<file path="src/hw/harness_pkg.sv">
/*
 * Shared definitions of the memory harness
 *   bus widths and the vector types built on them
 *   address map of boot ROM, GPIO and DRAM, exit mailbox
 *   debug request delay window
 *   boot ROM image, region type and the two-way address union
 */

package harness_pkg;

  // --------------------------------------------------------------------------
  // Bus widths
  // --------------------------------------------------------------------------
  localparam int unsigned AddrWidth = 64;
  localparam int unsigned DataWidth = 64;
  localparam int unsigned BeWidth   = DataWidth / 8;

  typedef logic [AddrWidth-1:0] addr_t;
  typedef logic [DataWidth-1:0] data_t;
  typedef logic [BeWidth-1:0]   be_t;

  // Debug request lines and the post-reset quiet window
  localparam int unsigned NbHarts      = 2;
  localparam int unsigned DmiDelCycles = 64;
  localparam int unsigned DmiCntWidth  = $clog2(DmiDelCycles + 1);

  // --------------------------------------------------------------------------
  // Address map
  // --------------------------------------------------------------------------
  localparam addr_t RomBase    = 64'h0000_0000_0001_0000;
  localparam addr_t RomLength  = 64'h0000_0000_0001_0000;
  localparam addr_t GpioBase   = 64'h0000_0000_4000_0000;
  localparam addr_t GpioLength = 64'h0000_0000_0000_1000;
  localparam addr_t DramBase   = 64'h0000_0000_8000_0000;
  localparam addr_t DramLength = 64'h0000_0000_0001_0000;  // 64 KiB
  localparam addr_t ExitAddr   = 64'h0000_0000_8000_1000;  // Inside DRAM

  localparam int unsigned DramWords   = 8192;
  localparam int unsigned RomWords    = 16;
  localparam int unsigned RomIdxWidth = $clog2(RomWords);

  // Boot image, two instructions per word, unused tail is zero
  localparam data_t rom_image [RomWords] = '{
    64'h0010_0293_f140_2573,  // csrr a0, mhartid ; li t0, 1
    64'h01f2_9293_0000_0597,  // auipc a1, 0 ; slli t0, t0, 31
    64'h0000_0013_0002_8067,  // jr t0 ; nop
    64'h0000_0013_0000_0013,
    64'h1050_0073_0000_0013,  // Park loop
    64'hffdf_f06f_0000_0013,
    64'h0000_0000_0000_0000,
    64'h0000_0000_0000_0000,
    64'hd00d_feed_0000_0040,  // Device tree stub
    64'h0000_0000_0000_0038,
    64'h0000_0011_0000_0048,
    64'h0000_0000_0000_0010,
    64'h0000_0000_0000_0000,
    64'h0000_0000_0000_0000,
    64'h0000_0000_0000_0000,
    64'h0000_0000_0000_0000
  };

  // --------------------------------------------------------------------------
  // Decode types
  // --------------------------------------------------------------------------
  typedef enum logic [1:0] {
    RegionNone,
    RegionRom,
    RegionGpio,
    RegionDram
  } region_e;

  typedef struct packed {
    logic [47:0] tag;     // Above the 64 KiB windows
    logic [12:0] word;    // 64-bit word index
    logic [2:0]  offset;  // Byte within the word
  } addr_fields_t;

  // Window compare uses raw, memories use fields
  typedef union packed {
    addr_t        raw;
    addr_fields_t fields;
  } addr_u;

endpackage

</file>
<file path="src/hw/boot_rom.sv">
/*
 * Boot ROM
 *   constant image from the package, registered read port
 */

`timescale 1ns/1ps

module boot_rom (
  input  logic                clk_i,
  input  logic                rst_ni,
  input  logic                sel_i,
  input  harness_pkg::addr_t  addr_i,
  output harness_pkg::data_t  rdata_o
);

  import harness_pkg::*;

  addr_u                  addr;
  logic [RomIdxWidth-1:0] rom_idx;
  logic                   in_image;
  data_t                  rom_word;
  data_t                  rdata_q;

  assign addr.raw = addr_i;
  assign rom_idx  = addr.fields.word[RomIdxWidth-1:0];
  assign in_image = (addr.fields.word < RomWords);  // Rest of the window reads zero

  assign rom_word = in_image ? rom_image[rom_idx] : '0;

  always_ff @(posedge clk_i or negedge rst_ni) begin
    if (!rst_ni) begin
      rdata_q <= '0;
    end else if (sel_i) begin
      rdata_q <= rom_word;
    end
  end

  assign rdata_o = rdata_q;

endmodule

</file>
<file path="config.mk">
export PLATFORM = sky130hd
export DESIGN_NAME = boot_rom
export DESIGN_NICKNAME = d
export VERILOG_FILES = /design/src/hw/harness_pkg.sv /design/src/hw/boot_rom.sv
export SDC_FILE = /design/constraint.sdc
export NUM_CORES = 1
export LEC_CHECK = 0
export BUFFER_PORTS_ARGS = -buffer_cell sky130_fd_sc_hd__buf_4
export CORE_MARGIN = 2
export CORE_UTILIZATION = 36
export DETAILED_ROUTE_END_ITERATION = 8
export GPL_TIMING_DRIVEN = 0
export PLACE_DENSITY = 0.84
export SLEW_MARGIN = 40
export SYNTH_ARGS = -nofsm -noshare
export SYNTH_HDL_FRONTEND = slang
export SYNTH_SLANG_ARGS = --single-unit
</file>
<file path="constraint.sdc">
create_clock -name clk_i -period 1 [get_ports clk_i]
set_input_delay 0.2 -clock clk_i [delete_from_list [all_inputs] [get_ports clk_i]]
set_output_delay 0.2 -clock clk_i [all_outputs]
set_load 0.005 [all_outputs]
</file>
* After elaboration in Yosys (flattened, before gate mapping)
Memory sizes are Yosys's and may differ from the RTL's.
Cells that the tools add are included.
** Storage, ports and cells
- Memories kept :: 1
- Output and inout port bits :: 64
- Register bits after elaboration :: 64
- Bits in read-only memories :: 1024
- Word-level logic and storage cells :: 8
** Operators by class
- Bitwise gates (word level) :: 1
- Muxes and demuxes :: 3
- $lt $le $gt $ge :: 2
** Memory list
- (no name shown) :: depth 16, bits a word 64, read ports 1, clocked after memory_dff 0, wr ports 0, RTL line boot_rom.sv:28 : assign rom_word = in_image ? rom_image[rom_idx] : '0;
** Operators with widths (count)
- $mux 64 :: 3
- $lt 13x5->1 const B :: 1
- $ge 5x5->1 const B :: 1
- $not 4->5 :: 1

* Longest topological paths before layout
- Word-level depth :: 5
- Gate-level depth with buffers :: 6
- Depth with buffers taken out :: 6

* Least setup slack after synthesis
Ideal clock, no wire load.
- Path type :: in2reg
- Start :: input addr_i[14]
- End :: register rdata_q[36], in the netlist rdata_o[36]
- Stages on the path :: 5
- Slack :: -0.152 ns
- Arrival time :: 1.088 ns
- Setup time :: 0.064 ns
- Buffers on the path :: 1
- Required time :: 0.936 ns
- Cell sequence :: nor4_2 -> nand4b_2 -> buf_6 -> a221oi_2 -> a21o_1
** On the way
- Word-level cells in the longest chain between the ends :: 2
** RTL lines
- start: declaration :: RTL line boot_rom.sv:12 : input harness_pkg::addr_t addr_i,
- $lt 13x5->1 :: RTL line boot_rom.sv:26 : assign in_image = (addr.fields.word < RomWords);
- $mux 64 :: RTL line boot_rom.sv:28
- end signal: assignment :: RTL line boot_rom.sv:34 : rdata_q <= rom_word;
- end: declaration :: RTL line boot_rom.sv:22 : data_t rdata_q;
No other way between the ends.
A chain may end at the register's enable or synchronous reset.

==> impl_metrics.csv <==
group,metric,value,unit
clocking,cts_tree,"yes",
synth,synthesis.area,0.001316,mm^2
status,failed_checks,"setup timing",
synth,synth_top_family_by_area,"buffers and inverters",
synth,synthAdderAreaFrac,0.02852,
synth,synthSimpleGateAreaFrac,0.07985,
drt,ant_nets,0,
synth,synthTopCellsByArea,"dfrtp_1 40%, buf_4 25%, o2bb2ai_1 6.0%, a22o_1 4.0%, ha_1 2.9%",
final_layout,regArea,533.0,um^2
placed_design,postPlaceCellArea,0.001937,mm^2
setup_path,crit_fanout,5,
setup_path,worstPathRequired,800,ps
clocking,clkSlewWorstSetupHoldPaths,120,ps
placed_design,dp_hpwl,2.209,mm
synth,synth_xor_area_frac,0,
clocking,cts_buffer_depth,2,
drt,vias,1230,
clocking,clk-insertion-delay-late,300,ps
floorplanning,die_w,64.47,um
floorplanning,die-area,0.004156,mm^2
synth,synth_cells,127,
synth,synthMuxAreaShare,0.007605,
floorplanning,core,0.003416,mm^2
final_layout,drive_above_1_share,0.6880,
synth,yosys_most_used_dff,"dfrtp_1",
final_layout,n_fill_cell,213,
sta,postLayoutSetupSlackWorst,-305.9,ps
setup_path,arrival,1110,ps
final_layout,largest_reg_flops,21,
synth,yosys_warnings,0,
power_and_ir_drop,pwr-share-comb,0.166,
setup_path,r2r_slack,40,ps
drt,drc,0,
power_and_ir_drop,p_clk_frac,0.274,
clocking,ctsRootBufferMaster,"clkbuf_4",
synth,synth-seq-cells,21,
power_and_ir_drop,switching_share,0.2610,
sta,slew_viol_final,0,
synth,synth_compound_gate_area_share,0.1892,
global_route,antenna_found_initial,0,
synth,synth_top_area_share,0.3992,
synth,synth_edf_count,0,
worst_hold_path,hold_path_class,"input port to register",
final_layout,design_area,0.002564,mm^2
clocking,cts_buffers,3,
power_and_ir_drop,power_leakage,0.001316,uW
sta,fin_skew,0,ps
synth,async_reset_ff_frac,1.000,
power_and_ir_drop,power.density,592.5,mW/mm^2
sta,rsz0062_at_grt,"true",
synth,synth_top_cells_by_count,"43 x buf_4, 21 x dfrtp_1, 9 x o2bb2ai_1",
drt,wl_per_cell,13.09,um
floorplanning,ios,131,
global_route,grt_util_all_layers,0.1626,
power_and_ir_drop,p_seq_frac,0.559,
drt,drt_first_iter_violations,26,
final_layout,utilization,0.7505,
power_and_ir_drop,p_int,1123,uW
global_route,grt_pass1_vias,1187,
placed_design,routabilityCongestion,0.8126,
synth,yosysTopAreaCell,"dfrtp_1",
placed_design,place_ws,-382.6,ps
drt,drt-total-wl,3.666,mm
drt,viasPerCell,4.393,
global_route,grt_max_degree,22,
sta,post-route-period-util,1.306,
setup_path,critPathKind,"register to output pin",
sta,period_needed,1306,ps
drt,first_pass_iters,4,
setup_path,critPathCaptureType,"output pin",
final_layout,nets,305,
synth,syn_area_per_cell,10.36,um^2
placed_design,port_buffers,65,
sta,final_hold_viol_count,0,
floorplanning,fp.dieH,64.47,um
final_layout,syn_to_final_growth,94.77,%
clocking,htreeDepth,1,
sta,fmax,765.7,MHz
power_and_ir_drop,p_switching,396.5,uW
synth,synth_most_common_cell,"buf_4",
job,maxCapViolCount,0,
power_and_ir_drop,vdd_ir_drop_max,0.3634,mV
status,status,"complete, but fails checks",
final_layout,multiInputGateArea,551.8,um^2
synth,synth-seq-area-share,0.3992,
sta,setup_viol,55,
global_route,gr-total-overflow,0,
setup_path,critPathLaunchType,"register",
final_layout,insertedDiodeCount,0,
synth,ys_types,29,
clocking,clock_sinks,21,
global_route,grt_pass1_wl,5.299,mm
floorplanning,num_rows,21,
floorplanning,initial_core_util,0.3853,
==> layer usage <==
metal	wire [um]	up-vias	global-route usage	share of wire
met2	1935	60	0.2956	0.53
met1	1426	569	0.1940	0.39
met4	59	0	0.04787	0.016
li1	-	594	-	-
met3	245	7	0.03125	0.067
met5	0	-	0	0
==> metrics by stage <==
stage / hold slack [ps] / std cells / power (uW) / setup TNS [ps]
final: 119.9 / 280 / 1519 / -8688
after global routing: 113.6 / 280 / 1609 / -11000
after CTS: 120.3 / 271 / 1496 / -8009
after detailed placement: 92.78 / 251 / 1091 / -5803
after global placement: 87.73 / 251 / 1088 / -5581
after floorplan: -95.59 / 140 / 991.3 / -1083
==> final cells by class <==
cell class	instances	area share
buffer	47	0.1816
clock buffer	4	0.01025
inverter	8	0.01171
multi-input combinational	64	0.2152
sequential	21	0.2079
tap	46	0.02245
timing repair buffer	90	0.3509
==> power by group through the flow <==
stage	clock network [uW]	logic, uW	registers, uW
after floorplan	0	125	866
after global placement	0	222	866
after detailed placement	0	225	866
after CTS	411	235	850
after global routing	479	280	850
final	417	253	850
==> layout by cell type (no fill, tap or decap) <==
master          n
buf_6          89
buf_4          44
dfrtp_1        15
conb_1         14
inv_1           7
a22o_1          6
dfrtp_2         6
nand2_1         5
o2bb2ai_2       5
o2bb2ai_1       4
nor2_1          3
a21oi_1         3
ha_1            3
clkbuf_4        3
nor4_4          2
clkbuf_1        2
o21ai_0         2
o32ai_2         2
clkinv_1        1
clkbuf_2        1
nand4b_4        1
nor2_2          1
nand3_1         1
nor2b_1         1
clkbuf_8        1
a221oi_2        1
a21o_1          1
nor2_4          1
mux2i_1         1
a32o_1          1
nor3_4          1
a211o_2         1
o21ai_1         1
or2_1           1
a21oi_2         1
o2bb2ai_4       1
dlygate4sd3_1   1
==> logic make-up after synthesis <==
family          Yosys count
mux                       1
flops                    21
other cells               1
fa+ha+maj                 3
compound gates           29
buf+inv                  55
simple gates             17
==> critical path, cell delays in order, from the launching register on <==
cell     delay (ps)
dfrtp_2         430
buf_6           140
buf_6           110
buf_6           110
==> path summary, 6_finish.rpt <==
path | start | cells after the start | endpoint
max in group asynchronous | rst_ni | 2 | rdata_o[31]
hold / removal | addr_i[4] | 2 | rdata_o[52]
setup / recovery | rdata_o[62] | 3 | rdata_o[45]
hold reg to reg | rdata_o[32] | 1 | rdata_o[32]
setup reg to reg | rdata_o[31] | 2 | rdata_o[31]
min in group asynchronous | rst_ni | 2 | rdata_o[61]
==> repair_timing <==
action / 4_1_cts / 5_1_grt
hold buffers: 1 / 0
buffers inserted: 15 / 9
setup endpoints to repair: 55 / 66
gates resized for setup: 73 / 40
pin swaps: 5 / 6
hold endpoints to repair: 21 / 0
(Power assumes the default switching activity.)
