<file path="config.mk">
export PLATFORM = sky130hd
export DESIGN_NAME = bus_decoder
export DESIGN_NICKNAME = d
export VERILOG_FILES = /design/src/hw/harness_pkg.sv /design/src/hw/bus_decoder.sv
export SDC_FILE = /design/constraint.sdc
export NUM_CORES = 1
export LEC_CHECK = 0
export ABC_AREA = 1
export BUFFER_PORTS_ARGS = -buffer_cell sky130_fd_sc_hd__clkbuf_2
export CORE_AREA = 2 2 102 104
export CTS_BUF_LIST = sky130_fd_sc_hd__clkbuf_4
export DETAILED_ROUTE_END_ITERATION = 10
export DIE_AREA = 0 0 104 106
export PLACE_DENSITY = 0.57
export SETUP_SLACK_MARGIN = 0.5
export SLEW_MARGIN = 20
export SYNTH_ARGS = -nofsm -noshare
export SYNTH_HDL_FRONTEND = slang
export SYNTH_SLANG_ARGS = --single-unit
</file>
<file path="constraint.sdc">
create_clock -name clk_i -period 1.5 [get_ports clk_i]
set_input_delay 0.3 -clock clk_i [delete_from_list [all_inputs] [get_ports clk_i]]
set_output_delay 0.3 -clock clk_i [all_outputs]
set_load 0.02 [all_outputs]
</file>
<file path="src/hw/harness_pkg.sv">
/*
 * Shared definitions of the memory harness
 *   bus widths and the vector types built on them
 *   address map of boot ROM, GPIO and DRAM, exit mailbox
 *   debug request delay window
 *   boot ROM image, region type and the two-way address union
 */

package harness_pkg;

  // --------------------------------------------------------------------------
  // Bus widths
  // --------------------------------------------------------------------------
  localparam int unsigned AddrWidth = 64;
  localparam int unsigned DataWidth = 64;
  localparam int unsigned BeWidth   = DataWidth / 8;

  typedef logic [AddrWidth-1:0] addr_t;
  typedef logic [DataWidth-1:0] data_t;
  typedef logic [BeWidth-1:0]   be_t;

  // Debug request lines and the post-reset quiet window
  localparam int unsigned NbHarts      = 2;
  localparam int unsigned DmiDelCycles = 64;
  localparam int unsigned DmiCntWidth  = $clog2(DmiDelCycles + 1);

  // --------------------------------------------------------------------------
  // Address map
  // --------------------------------------------------------------------------
  localparam addr_t RomBase    = 64'h0000_0000_0001_0000;
  localparam addr_t RomLength  = 64'h0000_0000_0001_0000;
  localparam addr_t GpioBase   = 64'h0000_0000_4000_0000;
  localparam addr_t GpioLength = 64'h0000_0000_0000_1000;
  localparam addr_t DramBase   = 64'h0000_0000_8000_0000;
  localparam addr_t DramLength = 64'h0000_0000_0001_0000;  // 64 KiB
  localparam addr_t ExitAddr   = 64'h0000_0000_8000_1000;  // Inside DRAM

  localparam int unsigned DramWords   = 8192;
  localparam int unsigned RomWords    = 16;
  localparam int unsigned RomIdxWidth = $clog2(RomWords);

  // Boot image, two instructions per word, unused tail is zero
  localparam data_t rom_image [RomWords] = '{
    64'h0010_0293_f140_2573,  // csrr a0, mhartid ; li t0, 1
    64'h01f2_9293_0000_0597,  // auipc a1, 0 ; slli t0, t0, 31
    64'h0000_0013_0002_8067,  // jr t0 ; nop
    64'h0000_0013_0000_0013,
    64'h1050_0073_0000_0013,  // Park loop
    64'hffdf_f06f_0000_0013,
    64'h0000_0000_0000_0000,
    64'h0000_0000_0000_0000,
    64'hd00d_feed_0000_0040,  // Device tree stub
    64'h0000_0000_0000_0038,
    64'h0000_0011_0000_0048,
    64'h0000_0000_0000_0010,
    64'h0000_0000_0000_0000,
    64'h0000_0000_0000_0000,
    64'h0000_0000_0000_0000,
    64'h0000_0000_0000_0000
  };

  // --------------------------------------------------------------------------
  // Decode types
  // --------------------------------------------------------------------------
  typedef enum logic [1:0] {
    RegionNone,
    RegionRom,
    RegionGpio,
    RegionDram
  } region_e;

  typedef struct packed {
    logic [47:0] tag;     // Above the 64 KiB windows
    logic [12:0] word;    // 64-bit word index
    logic [2:0]  offset;  // Byte within the word
  } addr_fields_t;

  // Window compare uses raw, memories use fields
  typedef union packed {
    addr_t        raw;
    addr_fields_t fields;
  } addr_u;

endpackage

</file>
<file path="src/hw/bus_decoder.sv">
/*
 * Address decoder of the harness bus
 *   region decode and select strobes to ROM and DRAM
 *   one-entry response pipeline with error answer
 *   read data return by registered region
 */

`timescale 1ns/1ps

module bus_decoder (
  input  logic                clk_i,
  input  logic                rst_ni,
  input  logic                req_i,
  input  logic                we_i,
  input  harness_pkg::addr_t  addr_i,
  output logic                rsp_valid_o,
  output logic                rsp_err_o,
  output harness_pkg::data_t  rdata_o,
  output logic                rom_sel_o,
  output logic                dram_sel_o,
  input  harness_pkg::data_t  rom_rdata_i,
  input  harness_pkg::data_t  dram_rdata_i
);

  import harness_pkg::*;

  addr_u   addr;
  region_e region;
  logic    err;

  logic    rsp_valid_q;
  region_e region_q;
  logic    err_q;
  logic    we_q;

  assign addr.raw = addr_i;

  // --------------------------------------------------------------------------
  // Request side, same cycle
  // --------------------------------------------------------------------------
  always_comb begin
    region = RegionNone;
    if ((addr.raw >= RomBase) && (addr.raw < RomBase + RomLength)) begin
      region = RegionRom;
    end else if ((addr.raw >= GpioBase) && (addr.raw < GpioBase + GpioLength)) begin
      region = RegionGpio;
    end else if ((addr.raw >= DramBase) && (addr.raw < DramBase + DramLength)) begin
      region = RegionDram;
    end
  end

  // ROM is read only, GPIO has no device behind it
  always_comb begin
    unique case (region)
      RegionRom:  err = we_i;
      RegionDram: err = 1'b0;
      default:    err = 1'b1;
    endcase
  end

  assign rom_sel_o  = req_i && (region == RegionRom) && !we_i;
  assign dram_sel_o = req_i && (region == RegionDram);

  // --------------------------------------------------------------------------
  // Response side, one cycle later
  // --------------------------------------------------------------------------
  always_ff @(posedge clk_i or negedge rst_ni) begin
    if (!rst_ni) begin
      rsp_valid_q <= 1'b0;
      region_q    <= RegionNone;
      err_q       <= 1'b0;
      we_q        <= 1'b0;
    end else begin
      rsp_valid_q <= req_i;
      if (req_i) begin
        region_q <= region;
        err_q    <= err;
        we_q     <= we_i;
      end
    end
  end

  assign rsp_valid_o = rsp_valid_q;
  assign rsp_err_o   = rsp_valid_q && err_q;

  // Writes and errors return zero
  always_comb begin
    rdata_o = '0;
    if (rsp_valid_q && !err_q && !we_q) begin
      unique case (region_q)
        RegionRom:  rdata_o = rom_rdata_i;
        RegionDram: rdata_o = dram_rdata_i;
        default:    rdata_o = '0;
      endcase
    end
  end

endmodule

</file>
# == After elaboration in Yosys (flattened, before gate mapping) ==
# Cells that the tools add are included.
# totals
ff_bits,5
latch_bits,0
ramBits,0
romBits,0
output_inout_bits,68
n_memories,0
# classes
add_sub_neg,0
mul,0
n_div,0
order_cmp,6
n_eq_ne,4
shift,0
mux,6
n_bitwise,0
reduce_logical,12
# op_table
cell,count
case mux 64 bit (2 select lines),1
">= comparator 64 x 17 -> 1 bit, second input constant",1
">= comparator 64 x 31 -> 1 bit, second input constant",1
">= comparator 64 x 32 -> 1 bit, second input constant",1
"< comparator 64 x 18 -> 1 bit, second input constant",1
"< comparator 64 x 31 -> 1 bit, second input constant",1
"< comparator 64 x 32 -> 1 bit, second input constant",1
two-way mux 64 bit,1
logical AND 1 bit,9
two-way mux 2 bit,3
"== test 2 x 1 -> 1 bit, second input constant",2
"== test 2 bit, second input constant",2
logical NOT 1 bit,3
case mux 1 bit (2 select lines),1

# == Logic depth before layout (Yosys ltp) ==
# depth
ltp_word,8
mapped_depth,10
depth_no_buf,10

# == Worst setup path before layout ==
# OpenSTA, ideal clock, no wires.
# synth_path
path_kind,input port to output port
start,input addr_i[53]
end,output rom_sel_o
arrival_time_ps,1302
required_time_ps,1200
slack_ps,-102
cell_stages,7
path_buffers,0
cell_sequence,nor2_1 -> nand2_1 -> nor2_1 -> nand2_1 -> nor2_4 -> nand3_1 -> nor3_1
# synth_via
elab_chain_len,8
word_cells_on_any_way,15
cone_classes,order compare (6); eq/ne (1); mux (3); reduce/logical (5)
# synth_lines
item,line,source
from (decl),bus_decoder.sv:15,"input harness_pkg::addr_t addr_i,"
>= comparator 64 x 32 -> 1 bit or < comparator 64 x 32 -> 1 bit (tied branches),bus_decoder.sv:47,end else if ((addr.raw >= DramBase) && (addr.raw < DramBase + DramLength)) begin
logical AND 1 bit,bus_decoder.sv:47,
two-way mux 2 bit,bus_decoder.sv:47,
two-way mux 2 bit,bus_decoder.sv:45,end else if ((addr.raw >= GpioBase) && (addr.raw < GpioBase + GpioLength)) begin
two-way mux 2 bit *,bus_decoder.sv:43,if ((addr.raw >= RomBase) && (addr.raw < RomBase + RomLength)) begin
== test 2 x 1 -> 1 bit *,bus_decoder.sv:61,assign rom_sel_o = req_i && (region == RegionRom) && !we_i;
logical AND 1 bit * (2 in a row),bus_decoder.sv:61,
to (decl),bus_decoder.sv:19,"output logic rom_sel_o,"
# Mark *: on every way between the ends. The rest lies on a longest branch, timed or not.

# == Worst setup path in the final report ==
# layout_path
start,register region_q[0]
end,output rdata_o[25]
# layout_via
elab_chain_len,3
word_cells_on_any_way,4
cone_classes,eq/ne (2); mux (2)
# layout_lines
item,line,source
from (decl),bus_decoder.sv:32,region_e region_q;
from (signal assigned),bus_decoder.sv:70,region_q <= RegionNone;
from (signal assigned),bus_decoder.sv:76,region_q <= region;
== test 2 bit or == test 2 x 1 -> 1 bit (tied branches),bus_decoder.sv:90,unique case (region_q)
case mux 64 bit (2 select lines) *,bus_decoder.sv:90,
two-way mux 64 bit *,bus_decoder.sv:89,if (rsp_valid_q && !err_q && !we_q) begin
to (decl),bus_decoder.sv:18,"output harness_pkg::data_t rdata_o,"
# Marked as above.

==> run summary <==
status -> complete, but fails checks
violated checks -> setup timing
CTS tree -> built
count of unique library cells instantiated by Yosys -> 20
CP endpoint kind -> output pin
chip width -> 104 um
wl on met1 -> 3730 um
placed cell count -> 727
CP Cell Sequence -> inv_2 > nor2_4 > buf_12 > buf_12 > buf_12 > nand2_2 > a21oi_2 > clkbuf_8
max cap viols -> 0
initial antenna violation count -> 0
worst r2r path cells -> 3
Synth warnings -> 0
post-synthesis compound-gate area fraction -> 21.1%
Tcrit/Tclk final -> 126%
DR WL met3 -> 816 um
nets@finish -> 814
Skew-Pair Late Insertion Delay -> 250 ps
first-pass GRT wire length -> 16200 um
CTS clk-pin slew, worst paths -> 40 ps
Die Y -> 106 um
gr usage total -> 17.7%
RR Endpoint -> region_q[1]$_DFFE_PN0P_
DRT iter0 DRCs -> 161
Max VDD drop -> 164 uV
worst hold endpoint -> rsp_valid_o$_DFF_PN0_
Power Total -> 0.000858 W
worst endpoint data arrival time -> 1580 ps
row count -> 37
static leakage -> 2.11 nW
TritonRoute pass-1 iters -> 4
CP startpoint kind -> register
register area -> 129 sq um
unrepaired setup endpoints after global routing -> true
Synth Instances -> 322
PortBufs -> 251
cell count of the worst hold path -> 1
largest net degree at the start of global routing -> 34
WS Path Type -> register to output pin
hpwl dp -> 7390 um
largest family of logic cells by synthesized area -> simple AND/OR/NAND/NOR gates
share of cells above drive strength 1 -> 72.4%
power density cells -> 169 mW/mm^2
FMAX -> 531 MHz
slowest CP cell -> dfrtp_2
R2R Setup Slk -> 600 ps
WL/cell -> 14.3 um
via count of the routed design -> 3475
Worst Hold Class -> input port to register
CTS root buf -> clkbuf_4
Num CTS Buffers -> 3
drt via density -> 4.61
Req. time, crit path -> 1200 ps
syn_nets -> 518
Top Layer Used -> met4
Post-Syn Area -> 0.00156 sq mm
H-tree depth -> 1
HP Start -> req_i
final setup margin -> -383 ps
Final setup viols -> 67
post-synthesis sequential area ratio -> 8.01%
Slew headroom -> 80.0%
antenna viol nets, final -> 0
die area -> 0.0110 sq mm
post-synthesis sequential element count -> 5
critical path fanouts, max -> 8
Post-Layout Cell Count -> 753
starting density of the core -> 15.6%
Post-Synth Simple-Gate Area -> 60.6%
design area -> 0.00509 sq mm
Syn Area/Cell -> 4.85 sq um
minimum clock period after layout -> 1880 ps
Adder-Cell Fraction of Synth Area -> 0%
gpl congestion -> 0.874
Inserted Diodes -> 0
CTS Sinks -> 5
XOR/XNOR Fraction of Synth Area -> 0%
clk buf depth -> 2
portion of netlist area occupied by mux cells -> 0%
Ports -> 264
number of fill cells -> 912
critical path's top delay family -> buffers and inverters
slowest cell delay on critical path -> 370 ps
Final Core Density -> 50.9%
CP Buf/Inv Count -> 5
DR DRC count -> 0
Critical Path Most Common Cell -> buf_12
worst reg2reg path startpoint -> region_q[1]$_DFFE_PN0P_
final slew viol count -> 0
multi-input logic area -> 0.00205 sq mm
vias in the first global route -> 3531
Final Hold Vio Count -> 0
worst slew pin tran -> 295 ps
Clock Skews -> 0 ps
drt total wl -> 10800 um
Layout area overhead -> 226%
Placed Area -> 0.00368 sq mm
met2 WL -> 5930 um
grt ovf -> 0
Placeable Area -> 0.0100 sq mm
## worst max-delay path by stage
stage / from / to / slack, ps / cells after the start
global route: region_q[0]$_DFFE_PN0P_ / rdata_o[25] / -450 / 8
detailed placement: addr_i[62] / dram_sel_o / -230 / 10
finish: region_q[0]$_DFFE_PN0P_ / rdata_o[25] / -380 / 8
CTS: region_q[1]$_DFFE_PN0P_ / rdata_o[53] / -350 / 6
floorplan: region_q[0]$_DFFE_PN0P_ / rdata_o[36] / -70 / 5
global placement: addr_i[62] / dram_sel_o / -250 / 9
## cell usage in the layout (no fill, tap or decap), drive strengths merged, types with 2 or more instances in the layout
cell type	synthesis	routed
dfrtp	5	5
nand2	94	94
a21oi	64	64
buf	16	131
nand4	6	6
o21ai	2	2
nor2	41	41
inv	11	11
nand3	67	67
nor3	2	2
clkbuf	11	190
## cells in the mapped netlist
cell | n | area share, %
nor2_1 | 35 | 8.4
o21ai_1 | 1 | 0.32
nand4_1 | 6 | 2.4
a21oi_1 | 64 | 20
inv_2 | 1 | 0.24
and2_0 | 1 | 0.40
buf_2 | 14 | 4.5
dfrtp_1 | 5 | 8.0
nor3_1 | 2 | 0.64
clkbuf_1 | 11 | 2.6
nor2_2 | 3 | 1.2
nor2_4 | 3 | 2.2
nand2_1 | 94 | 23
buf_1 | 2 | 0.48
nand3b_1 | 1 | 0.48
nor4b_1 | 1 | 0.56
inv_1 | 10 | 2.4
nand3_1 | 66 | 21
nand3_2 | 1 | 0.64
o21ai_0 | 1 | 0.32
## layer usage
layer	up-vias	GRT usage, %
met5	-	0
met1	1562	18.3
met3	29	2.51
met2	204	36.2
met4	0	5.60
li1	1680	-
## per-stage QoR
stage	setup TNS, ps	hold slack (ps)	setup WS [ps]
after floorplan	-975	4.41	-69.6
after global placement	-2030	120	-246
after detailed placement	-2880	129	-234
after CTS	-21030	273	-350
after global routing	-25520	290	-451
final	-20210	288	-383
## what timing repair did
action / in CTS / in global routing
gates cloned: 4 / 3
hold buffers: 1 / 0
setup buffers: 12 / 2
gates resized for setup: 156 / 162
pin swaps: 14 / 29
endpoints found under the setup margin: 71 / 71
hold endpoints to repair: 5 / 0
## logic make-up (layout without fill, tap and decap cells)
group,count (synthesis),after routing
buf+inv,38,333
simple gates,213,213
compound gates,66,66
flops,5,5
## report_power, final
| group | internal [W] | total [W] | switching [W] | leakage, nW |
|---|---|---|---|---|
| Combinational | 0.000303 | 0.000532 | 0.000229 | 2.03 |
| Sequential | 0.000141 | 0.000144 | 0.00000296 | 0.0582 |
| Clock | 0.000119 | 0.000182 | 0.0000625 | 0.0184 |
| Total | 0.000563 | 0.000858 | 0.000295 | 2.11 |
## final cells by class
cell class,instances,area share [%]
Inverter,11,0.811
Tap cell,136,3.34
Clock buffer,4,0.590
Sequential cell,5,2.53
Timing Repair Buffer,318,52.5
Multi-Input combinational cell,279,40.2
## sequential cells by signal (all words and copies together) (netlist names)
register	flops
rsp_valid_o	1
we_q	1
err_q	1
region_q	2
(Power assumes the default switching activity.)
