**src/hw/harness_pkg.sv**
```systemverilog
/*
 * Shared definitions of the memory harness
 *   bus widths and the vector types built on them
 *   address map of boot ROM, GPIO and DRAM, exit mailbox
 *   debug request delay window
 *   boot ROM image, region type and the two-way address union
 */

package harness_pkg;

  // --------------------------------------------------------------------------
  // Bus widths
  // --------------------------------------------------------------------------
  localparam int unsigned AddrWidth = 64;
  localparam int unsigned DataWidth = 64;
  localparam int unsigned BeWidth   = DataWidth / 8;

  typedef logic [AddrWidth-1:0] addr_t;
  typedef logic [DataWidth-1:0] data_t;
  typedef logic [BeWidth-1:0]   be_t;

  // Debug request lines and the post-reset quiet window
  localparam int unsigned NbHarts      = 2;
  localparam int unsigned DmiDelCycles = 64;
  localparam int unsigned DmiCntWidth  = $clog2(DmiDelCycles + 1);

  // --------------------------------------------------------------------------
  // Address map
  // --------------------------------------------------------------------------
  localparam addr_t RomBase    = 64'h0000_0000_0001_0000;
  localparam addr_t RomLength  = 64'h0000_0000_0001_0000;
  localparam addr_t GpioBase   = 64'h0000_0000_4000_0000;
  localparam addr_t GpioLength = 64'h0000_0000_0000_1000;
  localparam addr_t DramBase   = 64'h0000_0000_8000_0000;
  localparam addr_t DramLength = 64'h0000_0000_0001_0000;  // 64 KiB
  localparam addr_t ExitAddr   = 64'h0000_0000_8000_1000;  // Inside DRAM

  localparam int unsigned DramWords   = 8192;
  localparam int unsigned RomWords    = 16;
  localparam int unsigned RomIdxWidth = $clog2(RomWords);

  // Boot image, two instructions per word, unused tail is zero
  localparam data_t rom_image [RomWords] = '{
    64'h0010_0293_f140_2573,  // csrr a0, mhartid ; li t0, 1
    64'h01f2_9293_0000_0597,  // auipc a1, 0 ; slli t0, t0, 31
    64'h0000_0013_0002_8067,  // jr t0 ; nop
    64'h0000_0013_0000_0013,
    64'h1050_0073_0000_0013,  // Park loop
    64'hffdf_f06f_0000_0013,
    64'h0000_0000_0000_0000,
    64'h0000_0000_0000_0000,
    64'hd00d_feed_0000_0040,  // Device tree stub
    64'h0000_0000_0000_0038,
    64'h0000_0011_0000_0048,
    64'h0000_0000_0000_0010,
    64'h0000_0000_0000_0000,
    64'h0000_0000_0000_0000,
    64'h0000_0000_0000_0000,
    64'h0000_0000_0000_0000
  };

  // --------------------------------------------------------------------------
  // Decode types
  // --------------------------------------------------------------------------
  typedef enum logic [1:0] {
    RegionNone,
    RegionRom,
    RegionGpio,
    RegionDram
  } region_e;

  typedef struct packed {
    logic [47:0] tag;     // Above the 64 KiB windows
    logic [12:0] word;    // 64-bit word index
    logic [2:0]  offset;  // Byte within the word
  } addr_fields_t;

  // Window compare uses raw, memories use fields
  typedef union packed {
    addr_t        raw;
    addr_fields_t fields;
  } addr_u;

endpackage

```
**src/hw/debug_ctrl.sv**
```systemverilog
/*
 * Debug control
 *   post-reset delay window and enable gating of debug requests
 *   non-debug reset with synchronized release
 */

`timescale 1ns/1ps

module debug_ctrl (
  input  logic                            clk_i,
  input  logic                            rst_ni,
  input  logic                            ndmreset_req_i,
  input  logic                            debug_enable_i,
  input  logic [harness_pkg::NbHarts-1:0] debug_req_i,
  output logic [harness_pkg::NbHarts-1:0] debug_req_o,
  output logic                            ndmreset_no
);

  import harness_pkg::*;

  logic [DmiCntWidth-1:0] del_cnt_q;
  logic                   del_active;

  logic                   sync_rst_n;
  logic [1:0]             sync_q;

  // --------------------------------------------------------------------------
  // Delay window, lets boot code run before the first debug halt
  // --------------------------------------------------------------------------
  always_ff @(posedge clk_i or negedge rst_ni) begin
    if (!rst_ni) begin
      del_cnt_q <= DmiCntWidth'(DmiDelCycles);
    end else if (del_cnt_q != '0) begin
      del_cnt_q <= del_cnt_q - 1'b1;
    end
  end

  assign del_active = (del_cnt_q != '0);

  // Pass-through once the window has closed
  assign debug_req_o = (del_active || !debug_enable_i) ? '0 : debug_req_i;

  // --------------------------------------------------------------------------
  // Non-debug reset
  // --------------------------------------------------------------------------
  // Asserts at once on either source, releases after two edges
  assign sync_rst_n = rst_ni && !ndmreset_req_i;

  always_ff @(posedge clk_i or negedge sync_rst_n) begin
    if (!sync_rst_n) begin
      sync_q <= 2'b00;
    end else begin
      sync_q <= {sync_q[0], 1'b1};
    end
  end

  assign ndmreset_no = sync_q[1];

endmodule

```
**config.mk**
```make
export PLATFORM = sky130hd
export DESIGN_NAME = debug_ctrl
export DESIGN_NICKNAME = d
export VERILOG_FILES = /design/src/hw/harness_pkg.sv /design/src/hw/debug_ctrl.sv
export SDC_FILE = /design/constraint.sdc
export NUM_CORES = 1
export LEC_CHECK = 0
export ABC_AREA = 1
export BUFFER_PORTS_ARGS = -buffer_cell sky130_fd_sc_hd__buf_2
export CAP_MARGIN = 10
export CORE_AREA = 10 10 47 49
export CTS_CLUSTER_DIAMETER = 100
export CTS_CLUSTER_SIZE = 16
export DETAILED_ROUTE_END_ITERATION = 6
export DIE_AREA = 0 0 57 59
export PLACE_DENSITY = 0.55
export SKIP_LAST_GASP = 1
export SLEW_MARGIN = 0
export SYNTH_ARGS = -nofsm -noshare
export SYNTH_HDL_FRONTEND = slang
export SYNTH_SLANG_ARGS = --single-unit
```
**constraint.sdc**
```tcl
create_clock -name clk_i -period 2 [get_ports clk_i]
set_clock_uncertainty 0.05 [all_clocks]
set_input_delay 0.2 -clock clk_i [delete_from_list [all_inputs] [get_ports clk_i]]
set_output_delay 0.2 -clock clk_i [all_outputs]
set_load 0.01 [all_outputs]
```
Word-level counts from Yosys, hierarchy flattened
Cells that the tools add are included.

Register bits: 9. Input bits: 6. Output and inout port bits: 3. Word-level logic and storage cells: 9.

Add/subtract/negate cells: 1. Multiplexer cells: 1. Reductions and logical operators: 5.

Operators with widths (number): 7-bit nonzero test (1); 7-bit by 1-bit subtractor with 7-bit output (second input constant) (1); 1-bit zero test (2); 2-bit 2-to-1 mux (1); 1-bit logical AND (1); 1-bit logical OR (1).

Longest topological paths before layout
Gate-level depths: netlist (run 1).

Depth after elaboration: 3. Gate-level depth with buffers: 7. Gate-level depth less buffers: 7.

Least setup slack after synthesis (run 1)
OpenSTA, ideal clock, no wires.

Path type: reg-to-output. Start point: reg del_cnt_q[0]. End point: out debug_req_o[0] in the netlist's numbering. Data arrival time: 1.074 ns. Data required time: 1.750 ns. Slack: 0.676 ns. Cell stages (with the launch flop): 7. Buffers on the path: 0. Path through: dfrtp_1 -> inv_1 -> ha_1 -> inv_1 -> nor2_4 -> nand2_4 -> nor3_2.

Word-level cells in the longest chain between the ends: 3.

Ends and longest elaborated chain: start, declared (line debug_ctrl.sv:21) `logic [DmiCntWidth-1:0] del_cnt_q;`; start signal, assigned (line debug_ctrl.sv:32) `del_cnt_q <= DmiCntWidth'(DmiDelCycles);`; start signal, assigned (line debug_ctrl.sv:34) `del_cnt_q <= del_cnt_q - 1'b1;`; 7-bit nonzero test (line debug_ctrl.sv:38) `assign del_active = (del_cnt_q != '0);`; 1-bit logical OR (line debug_ctrl.sv:41) `assign debug_req_o = (del_active || !debug_enable_i) ? '0 : debug_req_i;`; 2-bit 2-to-1 mux (line debug_ctrl.sv:41); end, declared (line debug_ctrl.sv:15) `output logic [harness_pkg::NbHarts-1:0] debug_req_o,`.

No other way between the ends.

Worst setup path in the final report (run 1)
Ends and elaborated chain as after synthesis.

==> results of run 1 <==
==> stage by stage <==
step / setup slack (ns) / utilization, % / cells / hold WS [ns]
6_report: 0.228 / 45.0 / 97 / 0.254
3_3_place_gp: 0.563 / 41.7 / 91 / 0.000602
4_1_cts: 0.224 / 45.0 / 97 / 0.265
2_1_floorplan: 0.676 / - / 67 / -0.146
5_1_grt: 0.0980 / 45.0 / 97 / 0.277
3_5_place_dp: 0.509 / 41.7 / 91 / -0.000622
==> synth_stat cells <==
cell / n / area, µm²
nand3_1: 4 / 20.0
nor2_4: 2 / 22.5
dfstp_2: 1 / 26.3
ha_1: 2 / 25.0
nor3_2: 2 / 20.0
nand2_4: 1 / 11.3
inv_2: 2 / 7.51
inv_1: 13 / 48.8
xnor2_1: 1 / 8.76
nand4_1: 2 / 12.5
nand2_2: 2 / 12.5
conb_1: 1 / 3.75
nand2_1: 13 / 48.8
a21oi_1: 1 / 5.00
dfrtp_1: 8 / 200
nor2_2: 2 / 12.5
nor3_1: 1 / 5.00
nor2_1: 9 / 33.8
==> state kept, by name, summed over array words and instances (netlist names) <==
register	cells
del_cnt_q	7
sync_q	2
==> how the worst min path moves through the flow <==
stage / to / slack [ns] / cells past startpoint
after floorplan: del_cnt_q[0]$_DFFE_PN0P_ / -0.15 / 0
after global placement: del_cnt_q[1]$_DFFE_PN0P_ / 0.0006 / 1
after detailed placement: del_cnt_q[1]$_DFFE_PN0P_ / -0.0006 / 1
after CTS: del_cnt_q[1]$_DFFE_PN0P_ / 0.26 / 2
after global routing: del_cnt_q[3]$_DFFE_PN0P_ / 0.28 / 2
final: del_cnt_q[1]$_DFFE_PN0P_ / 0.25 / 2
==> repair_timing <==
item,CTS,global route
hold buffers,2,0
endpoints found under the setup margin,0,0
endpoints found under the hold margin,9,0
==> power breakdown <==
group	switching [mW]	leakage, nW	total, mW	internal (mW)
registers	0.000409	0.119	0.185	0.184
logic	0.0103	0.222	0.0206	0.0102
clock network	0.0627	0.0150	0.139	0.0767
total	0.0734	0.356	0.345	0.271
==> metal layers <==
layer / routed length [µm] / global-route usage [%] / up-vias
met3: 74 / 3.86 / 4
met4: 15 / 3.36 / 0
met2: 384 / 7.75 / 9
met5: 0 / 0 / -
li1: - / - / 226
met1: 434 / 7.82 / 195
==> cell type report <==
| type | instances | area (µm²) | share of cell area (%) |
|---|---|---|---|
| multi-input combinational | 43 | 241 | 38.3 |
| sequential | 9 | 226 | 35.9 |
| timing repair buffer | 10 | 60.1 | 9.52 |
| inverter | 15 | 56.3 | 8.93 |
| clock buffer | 4 | 26.3 | 4.17 |
| tap | 16 | 20.0 | 3.17 |
==> critical path: cells and delay by family, from the launching register on <==
kind	cells	cell delay, ns
adder cells (fa/ha/maj)	1	0.17
buffers and inverters	3	0.35
flip-flops	1	0.39
AND/OR/NAND/NOR	3	0.35
==> kinds of logic (layout without fill, tap and decap cells) <==
kind of cell | Yosys count | count (layout) | synth area share, %
xor gates and xnor gates | 1 | 1 | 1.67
buffers and inverters | 15 | 29 | 10.7
adders and majority gates | 2 | 2 | 4.77
and+or+nand+nor | 38 | 38 | 37.9
DFF | 9 | 9 | 43.2
other | 1 | 1 | 0.715
AOI/OAI and AO/OA | 1 | 1 | 0.954
==> flow_summary_export.csv, run 1 <==
group,metric,value,unit
run_status,outcome,"finished, final reports clean",
clocking,clock_path_buffers,2,
flow_run,drv_cap,0,
synth,synth_area,524,µm²
timing,hold_viol_final,0,
synth,syn_inst,67,
die,die_x,57,µm
timing,min_period,1.77,ns
synth,ys_warn_count,0,
placed_design,numPortBuffers,8,
finish,final_cell_mix,"13 x inv_1, 13 x nand2_1, 9 x nor2_1",
global_route,grt_usage,6.21,%
clocking,cts_resized,0,
placed_design,place_area,584,µm²
clocking,clockRootBuffer,"clkbuf_4",
clocking,cts-buffers-inserted,3,
finish,design_area,631,µm²
power,finalPower,345,µW
critical_path,path_class,"register to output pin",
timing,finalSetupTns,0,ns
detailed_routing,wl,909,µm
critical_path,crit_slowest_cell,"dfrtp_1",
clocking,h-tree-depth,1,
clocking,cts_tree,"built",
detailed_routing,routed_via_density,4.47,
power,power_density,546,mW/mm²
worst_hold_path,hold_path_class,"input port to async pin",
critical_path,crit_end,"debug_req_o[0]",
detailed_routing,drc,0,
finish,antenna_cells,0,
detailed_routing,route.detailed.wl_per_inst,9.37,µm
detailed_routing,drt_iter0_markers,8,
die,pin_count,9,
timing,slew_violations,0,
critical_path,crit_required,1.75,ns
die,die-area,0.00336,mm²
synth,avgSynthCellArea,7.82,µm²
die,rows,14,
global_route,grt_max_degree,9,
power,power.leakage,0.356,nW
critical_path,r2r_slack,0.71,ns
critical_path,regToRegEndpoint,"del_cnt_q[5]$_DFFE_PN0P_",
synth,yosysUniqueCellTypes,18,
finish,nets,90,
critical_path,cp.arrival,1.52,ns
timing,rsz0062_at_grt,"false",
critical_path,path_cells,"inv_1 > ha_1 > inv_1 > nor2_4 > nand2_4 > nor3_2 > buf_2",
synth,synth-seq-area-share,43.2,%
finish,n_fill_cell,160,
global_route,antenna_found_initial,0,
finish,area_growth,20.3,%
global_route,grt-ovfl-total,0,
clocking,path_clk_slew,0.07,ns
timing,setup_violations,0,
die,start_util,37.4,%
global_route,grt_pass1_vias,413,
placed_design,dp_hpwl,730,µm
critical_path,start_kind,"register",
critical_path,cp_max_fo,8,
critical_path,critPathLaunch,"del_cnt_q[0]$_DFFE_PN0P_",
detailed_routing,dr.pass1.iters,4,
global_route,grt_first_pass_wirelength,1660,µm
timing,post-route-period-util,88.6,%
critical_path,reg2reg_depth,7,
synth,syn-num-nets,75,
finish,drive_above_1_share,28.4,%
detailed_routing,vias,434,
critical_path,endpoint_kind,"output pin",
critical_path,worstReg2RegStart,"del_cnt_q[0]$_DFFE_PN0P_",
power,peakVddDrop,0.221,mV
timing,clock.fmax,0.564,GHz
synth,ys_ff_latch,9,
die,die_h,59,µm
die,core,0.00140,mm²
clocking,post_cts.repair.setup_buffers,0,
clocking,cts_sinks,9,
critical_path,slowest_delay,0.39,ns
clocking,worstSkewPairLatency,0.26,ns
detailed_routing,postRouteAntennaNets,0,
critical_path,path_common_cell,"inv_1",
placed_design,gp_congestion,0.812,
No activity file was read; power rests on OpenSTA's default activity.
==> inputs of run 2 (changes only) <==
--- a/config.mk
+++ b/config.mk
@@ -5,15 +5,15 @@
 export SDC_FILE = /design/constraint.sdc
 export NUM_CORES = 1
 export LEC_CHECK = 0
-export ABC_AREA = 1
 export BUFFER_PORTS_ARGS = -buffer_cell sky130_fd_sc_hd__buf_2
 export CAP_MARGIN = 10
 export CORE_AREA = 10 10 47 49
+export CTS_BUF_LIST = sky130_fd_sc_hd__clkbuf_4 sky130_fd_sc_hd__clkbuf_8
 export CTS_CLUSTER_DIAMETER = 100
 export CTS_CLUSTER_SIZE = 16
 export DETAILED_ROUTE_END_ITERATION = 6
 export DIE_AREA = 0 0 57 59
-export PLACE_DENSITY = 0.55
+export PLACE_DENSITY = 0.48
 export SKIP_LAST_GASP = 1
 export SLEW_MARGIN = 0
 export SYNTH_ARGS = -nofsm -noshare
==> run 2 against run 1 <==
Non-clock buffer count rose by 1. Sequential share of layout area grew 5.0 points. Count of clock-buffer cells in the layout unchanged. Utilization fell by 5.5 points. Clock power increased by 12%. First-iteration DRC count shrank 100%. Global-route usage is 0.65 points lower. Die area unchanged. Critical path type unchanged. Largest cell class is now flip-flops and latches.
==> flow_summary_export.csv, run 2 <==
group,metric,value,unit
run_status,outcome,"finished, final reports clean",
detailed_routing,drt_iter0_markers,0,
placed_design,gp_congestion,0.730,
synth,synth_area_leader_cell,"dfrtp_1",
finish,post-route-util,39.5,%
synth,synth-compound-area-share,1.15,%
die,die_x,57,µm
synth,synth_top_family_by_area,"simple AND/OR/NAND/NOR gates",
critical_path,endpoint_kind,"output pin",
clocking,cts_resized,0,
timing,min_period,1.91,ns
synth,ys_warn_count,0,
clocking,postCtsHoldBufs,2,
finish,final_cell_mix,"8 x dfrtp_1, 8 x buf_2, 4 x xnor2_1, 4 x nor2_1, 4 x clkbuf_4",
detailed_routing,wl,796,µm
critical_path,r2r_slack,0.44,ns
synth,synth-main-ff-cell,"dfrtp_1",
finish,final_cells,67,
synth,synthAdderAreaFrac,5.75,%
synth,netlist.area_leader.share,46.0,%
finish,antenna_cells,0,
synth,synth-seq-area-share,52.0,%
clocking,path_clk_slew,0.06,ns
detailed_routing,dr.pass1.iters,1,
synth,syn_inst,36,
global_route,grt_pass1_vias,304,
placed_design,place_area,503,µm²
placed_design,dp_hpwl,632,µm
worst_hold_path,hold_path_class,"input port to async pin",
global_route,grt_max_degree,9,
synth,ys_ff_latch,9,
clocking,worstSkewPairLatency,0.26,ns
clocking,clockRootBuffer,"clkbuf_4",
detailed_routing,postRouteAntennaNets,0,
timing,slew_violations,0,
die,die-area,0.00336,mm²
synth,yosys-top-cells-area,"dfrtp_1 46%, xnor2_1 8.0%, dfstp_2 6.0%",
synth,yosysMostFrequentCell,"dfrtp_1",
global_route,grt_usage,5.56,%
finish,design_area,553,µm²
synth,avgSynthCellArea,12.1,µm²
clocking,cts_sinks,9,
die,die_h,59,µm
power,power.leakage,0.288,nW
critical_path,cp_max_fo,3,
clocking,h-tree-depth,1,
synth,synth-edff-count,0,
timing,setup_violations,0,
timing,hold_viol_final,0,
global_route,antenna_found_initial,0,
synth,synthMuxAreaShare,7.47,%
synth,synth-simple-area-share,22.1,%
placed_design,numPortBuffers,8,
critical_path,cp.arrival,1.66,ns
critical_path,start_kind,"register",
die,rows,14,
detailed_routing,drc,0,
detailed_routing,route.detailed.wl_per_inst,11.9,µm
finish,area_growth,27.0,%
finish,regMostFlops,"del_cnt_q",
finish,nets,60,
critical_path,crit_required,1.75,ns
clocking,clock_path_buffers,2,
synth,syn-num-nets,44,
finish,drive_above_1_share,39.2,%
synth,synth_area,435,µm²
die,start_util,31.1,%
global_route,grt-ovfl-total,0,
synth,ys_async_sr_fraction,100,%
global_route,grt_first_pass_wirelength,1370,µm
detailed_routing,routed_via_density,4.39,
timing,clock.fmax,0.524,GHz
clocking,post_cts.repair.setup_buffers,0,
die,pin_count,9,
synth,ys_top_cells_by_count,"8 x dfrtp_1, 4 x nor2_1, 4 x xnor2_1",
finish,largest_reg_flops,7,
timing,post-route-period-util,95.4,%
finish,n_fill_cell,156,
power,peakVddDrop,0.392,mV
clocking,cts-buffers-inserted,3,
timing,finalSetupTns,0,ns
synth,post_synth_xor_area_fraction,8.05,%
critical_path,reg2reg_depth,4,
clocking,cts_tree,"built",
power,power_density,649,mW/mm²
critical_path,path_class,"register to output pin",
finish,biggestRegsByFlops,"del_cnt_q: 7 flops, sync_q: 2 flops",
synth,yosysUniqueCellTypes,16,
detailed_routing,vias,294,
die,core,0.00140,mm²
placed_design,dp.cells,61,
timing,rsz0062_at_grt,"false",
flow_run,drv_cap,0,
==> run 2: path summary, 6_finish.rpt <==
kind / to / start
max reg2reg: del_cnt_q[1]$_DFFE_PN0P_ / del_cnt_q[4]$_DFFE_PN0P_
max: debug_req_o[1] / del_cnt_q[4]$_DFFE_PN0P_
max in group asynchronous: sync_q[0]$_DFF_PN0_ / rst_ni
min: del_cnt_q[4]$_DFFE_PN0P_ / rst_ni
min in group clk_i: sync_q[1]$_DFF_PN0_ / sync_q[0]$_DFF_PN0_
min reg2reg: sync_q[1]$_DFF_PN0_ / sync_q[0]$_DFF_PN0_
==> run 2: routing by layer <==
metal | vias up | wire, µm | global-route usage (%)
met5 | - | 0 | 0
met4 | 0 | 10 | 6.04
met3 | 2 | 20 | 2.58
met2 | 1 | 434 | 8.99
met1 | 143 | 330 | 4.81
li1 | 148 | - | -
==> run 2: cell type report <==
class                           count  area, µm²  area share, %
Sequential cell                     9        226           41.0
Multi-Input combinational cell     24        198           35.7
Timing Repair Buffer               11       67.6           12.2
Clock buffer                        4       30.0           5.43
Tap cell                           16       20.0           3.62
Inverter                            3       11.3           2.04
==> run 2: critical path: stages (launching register included) <==
cell and delay [ns]:
dfrtp_1 0.39, or3_4 0.42, nor4b_4 0.25, and3_2 0.21
buf_2 0.13
==> run 2: power breakdown <==
part / switching, mW / internal, mW / leakage, nW / total, mW
registers: 0.000372 / 0.184 / 0.119 / 0.184
logic: 0.00844 / 0.00991 / 0.151 / 0.0184
clock network: 0.0653 / 0.0905 / 0.0184 / 0.156
total: 0.0741 / 0.285 / 0.288 / 0.359
==> run 2: stage by stage <==
step                      hold WS [ns]  setup slack (ns)  total power [mW]
after global routing             0.290          0.000117             0.377
after detailed placement      -0.00478             0.352             0.204
after floorplan                 -0.146             0.359             0.193
after global placement        -0.00576             0.400             0.203
after CTS                        0.255            0.0607             0.366
final                            0.261            0.0930             0.359
==> run 2: cells by family (layout without fill, tap and decap cells) <==
kind of cell	count (synthesis)	in the layout
and+or+nand+nor	13	13
AOI/OAI and AO/OA	1	1
xor gates and xnor gates	4	4
DFF	9	9
other	1	1
adders and majority gates	2	2
muxes	3	3
buffers and inverters	3	18
==> inputs of run 3 (changes only) <==
--- a/config.mk
+++ b/config.mk
@@ -7,13 +7,16 @@
 export LEC_CHECK = 0
 export BUFFER_PORTS_ARGS = -buffer_cell sky130_fd_sc_hd__buf_2
 export CAP_MARGIN = 10
+export CELL_PAD_IN_SITES_DETAIL_PLACEMENT = 1
+export CELL_PAD_IN_SITES_GLOBAL_PLACEMENT = 1
 export CORE_AREA = 10 10 47 49
 export CTS_BUF_LIST = sky130_fd_sc_hd__clkbuf_4 sky130_fd_sc_hd__clkbuf_8
 export CTS_CLUSTER_DIAMETER = 100
 export CTS_CLUSTER_SIZE = 16
 export DETAILED_ROUTE_END_ITERATION = 6
 export DIE_AREA = 0 0 57 59
-export PLACE_DENSITY = 0.48
+export MAX_ROUTING_LAYER = met4
+export PLACE_DENSITY = 0.59
 export SKIP_LAST_GASP = 1
 export SLEW_MARGIN = 0
 export SYNTH_ARGS = -nofsm -noshare
==> run 3 against run 2 <==
Combinational power barely moved. Critical endpoint unchanged. Final area rose by 0.91%. Maximum frequency fell by 0.78%. Largest cell class unchanged. First-iteration DRC count did not move. Global-route usage rose by 0.83 points. Count of clock-buffer cells in the layout fell by 1.
==> flow_summary_export.csv, run 3 (same netlist as run 2, synthesis figures left out) <==
group,metric,value,unit
critical_path,path_class,"register to output pin",
finish,nets,61,
critical_path,start_kind,"register",
detailed_routing,vias,317,
clocking,path_clk_slew,0.07,ns
clocking,cts-buffers-inserted,3,
critical_path,cp_max_fo,3,
detailed_routing,postRouteAntennaNets,0,
critical_path,crit_required,1.75,ns
power,power_density,628,mW/mm²
placed_design,dp.cells,61,
critical_path,cp.arrival,1.67,ns
die,pin_count,9,
die,die_x,57,µm
timing,rsz0062_at_grt,"true",
finish,final_cells,68,
timing,min_period,1.92,ns
global_route,grt_usage,6.39,%
global_route,grt_pass1_vias,349,
finish,regMostFlops,"del_cnt_q",
power,power.leakage,0.293,nW
clocking,cts_resized,0,
clocking,worstSkewPairLatency,0.27,ns
detailed_routing,top_layer,"met4",
run_status,outcome,"finished, final reports clean",
global_route,grt_first_pass_wirelength,1500,µm
placed_design,numPortBuffers,8,
placed_design,place_area,503,µm²
die,start_util,31.1,%
timing,finalSetupTns,0,ns
placed_design,gp_congestion,0.716,
finish,design_area,558,µm²
finish,final_cell_mix,"8 x dfrtp_1, 8 x buf_2, 4 x xnor2_1, 4 x nor2_1",
worst_hold_path,hold_path_class,"input port to async pin",
finish,drive_above_1_share,40.4,%
timing,slew_violations,0,
finish,post-route-util,39.8,%
detailed_routing,routed_via_density,4.66,
global_route,antenna_found_initial,0,
die,die-area,0.00336,mm²
finish,largest_reg_flops,7,
die,die_h,59,µm
clocking,clockRootBuffer,"clkbuf_4",
global_route,grt-ovfl-total,0,
detailed_routing,drt_iter0_markers,0,
detailed_routing,met1_length,346,µm
timing,setup_violations,0,
detailed_routing,met2WireLength,517,µm
detailed_routing,drc,0,
placed_design,dp_hpwl,723,µm
finish,area_growth,28.2,%
critical_path,endpoint_kind,"output pin",
die,core,0.00140,mm²
detailed_routing,route.detailed.wl_per_inst,13.7,µm
global_route,grt_max_degree,9,
finish,antenna_cells,0,
timing,post-route-period-util,96.1,%
clocking,cts_tree,"built",
timing,clock.fmax,0.520,GHz
clocking,clock_path_buffers,2,
clocking,h-tree-depth,1,
flow_run,drv_cap,0,
timing,hold_viol_final,0,
detailed_routing,wl,932,µm
detailed_routing,route.met3.wl,26,µm
die,rows,14,
power,finalPower,350,µW
power,peakVddDrop,0.439,mV
clocking,cts_sinks,9,
detailed_routing,dr.pass1.iters,1,
finish,biggestRegsByFlops,"del_cnt_q: 7 flops, sync_q: 2 flops",
-- run 3: changes by cell type in the layout (fill, tap and decap cells not counted) --
cell	before	now
buf_4	1	2
clkbuf_4	4	3
clkinv_2	0	1
-- run 3: area by class of cell --
class / instances / area [µm²]
Timing Repair Buffer: 12 / 75.1
Clock buffer: 3 / 22.5
Sequential cell: 9 / 226
Clock inverter: 1 / 5.00
Fill cell: 164 / 843
Multi-Input combinational cell: 24 / 198
Tap cell: 16 / 20.0
Inverter: 3 / 11.3
-- run 3: report_power, final --
part | switching [mW] | total, mW | leakage, nW | internal [mW]
registers | 0.000375 | 0.184 | 0.119 | 0.184
logic | 0.00871 | 0.0187 | 0.156 | 0.00995
clock network | 0.0730 | 0.147 | 0.0177 | 0.0742
total | 0.0821 | 0.350 | 0.293 | 0.268
-- run 3: worst paths after layout --
| check | cells after the start | startpoint | end | slack (ns) |
|---|---|---|---|---|
| setup / recovery | 4 | del_cnt_q[4]$_DFFE_PN0P_ | debug_req_o[1] | 0.08 |
| hold / removal | 2 | rst_ni | del_cnt_q[4]$_DFFE_PN0P_ | 0.25 |
| setup reg to reg | 4 | del_cnt_q[4]$_DFFE_PN0P_ | del_cnt_q[1]$_DFFE_PN0P_ | 0.42 |
| hold reg to reg | 0 | sync_q[0]$_DFF_PN0_ | sync_q[1]$_DFF_PN0_ | 0.30 |
| max in group asynchronous | 3 | rst_ni | sync_q[1]$_DFF_PN0_ | 1.25 |
| min in group clk_i | 0 | sync_q[0]$_DFF_PN0_ | sync_q[1]$_DFF_PN0_ | 0.30 |
-- run 3: critical path, stage by stage, from the launching register on --
cell and delay [ns]:
dfrtp_1 0.39, or3_4 0.42, nor4b_4 0.26, and3_2 0.21, buf_2 0.12
-- run 3: stage by stage --
| step | hold slack, ns | setup WS, ns |
|---|---|---|
| 3_3_place_gp | -0.00616 | 0.398 |
| 6_report | 0.253 | 0.0780 |
| 3_5_place_dp | 0.000373 | 0.359 |
| 4_1_cts | 0.250 | 0.0521 |
| 5_1_grt | 0.273 | -0.00266 |
| 2_1_floorplan | -0.146 | 0.359 |
-- run 3: routing by layer --
layer  GRT usage [%]  vias to the layer above
met5               -                        -
li1                -                      152
met1            4.82                      158
met2            10.9                        3
met4            7.05                        0
met3            2.58                        4
-- run 3: timing repair --
action / 4_1_cts / 5_1_grt
hold buffers: 2 / 0
setup endpoints to repair: 0 / 2
hold endpoints to repair: 9 / 0
buffers inserted: 0 / 1
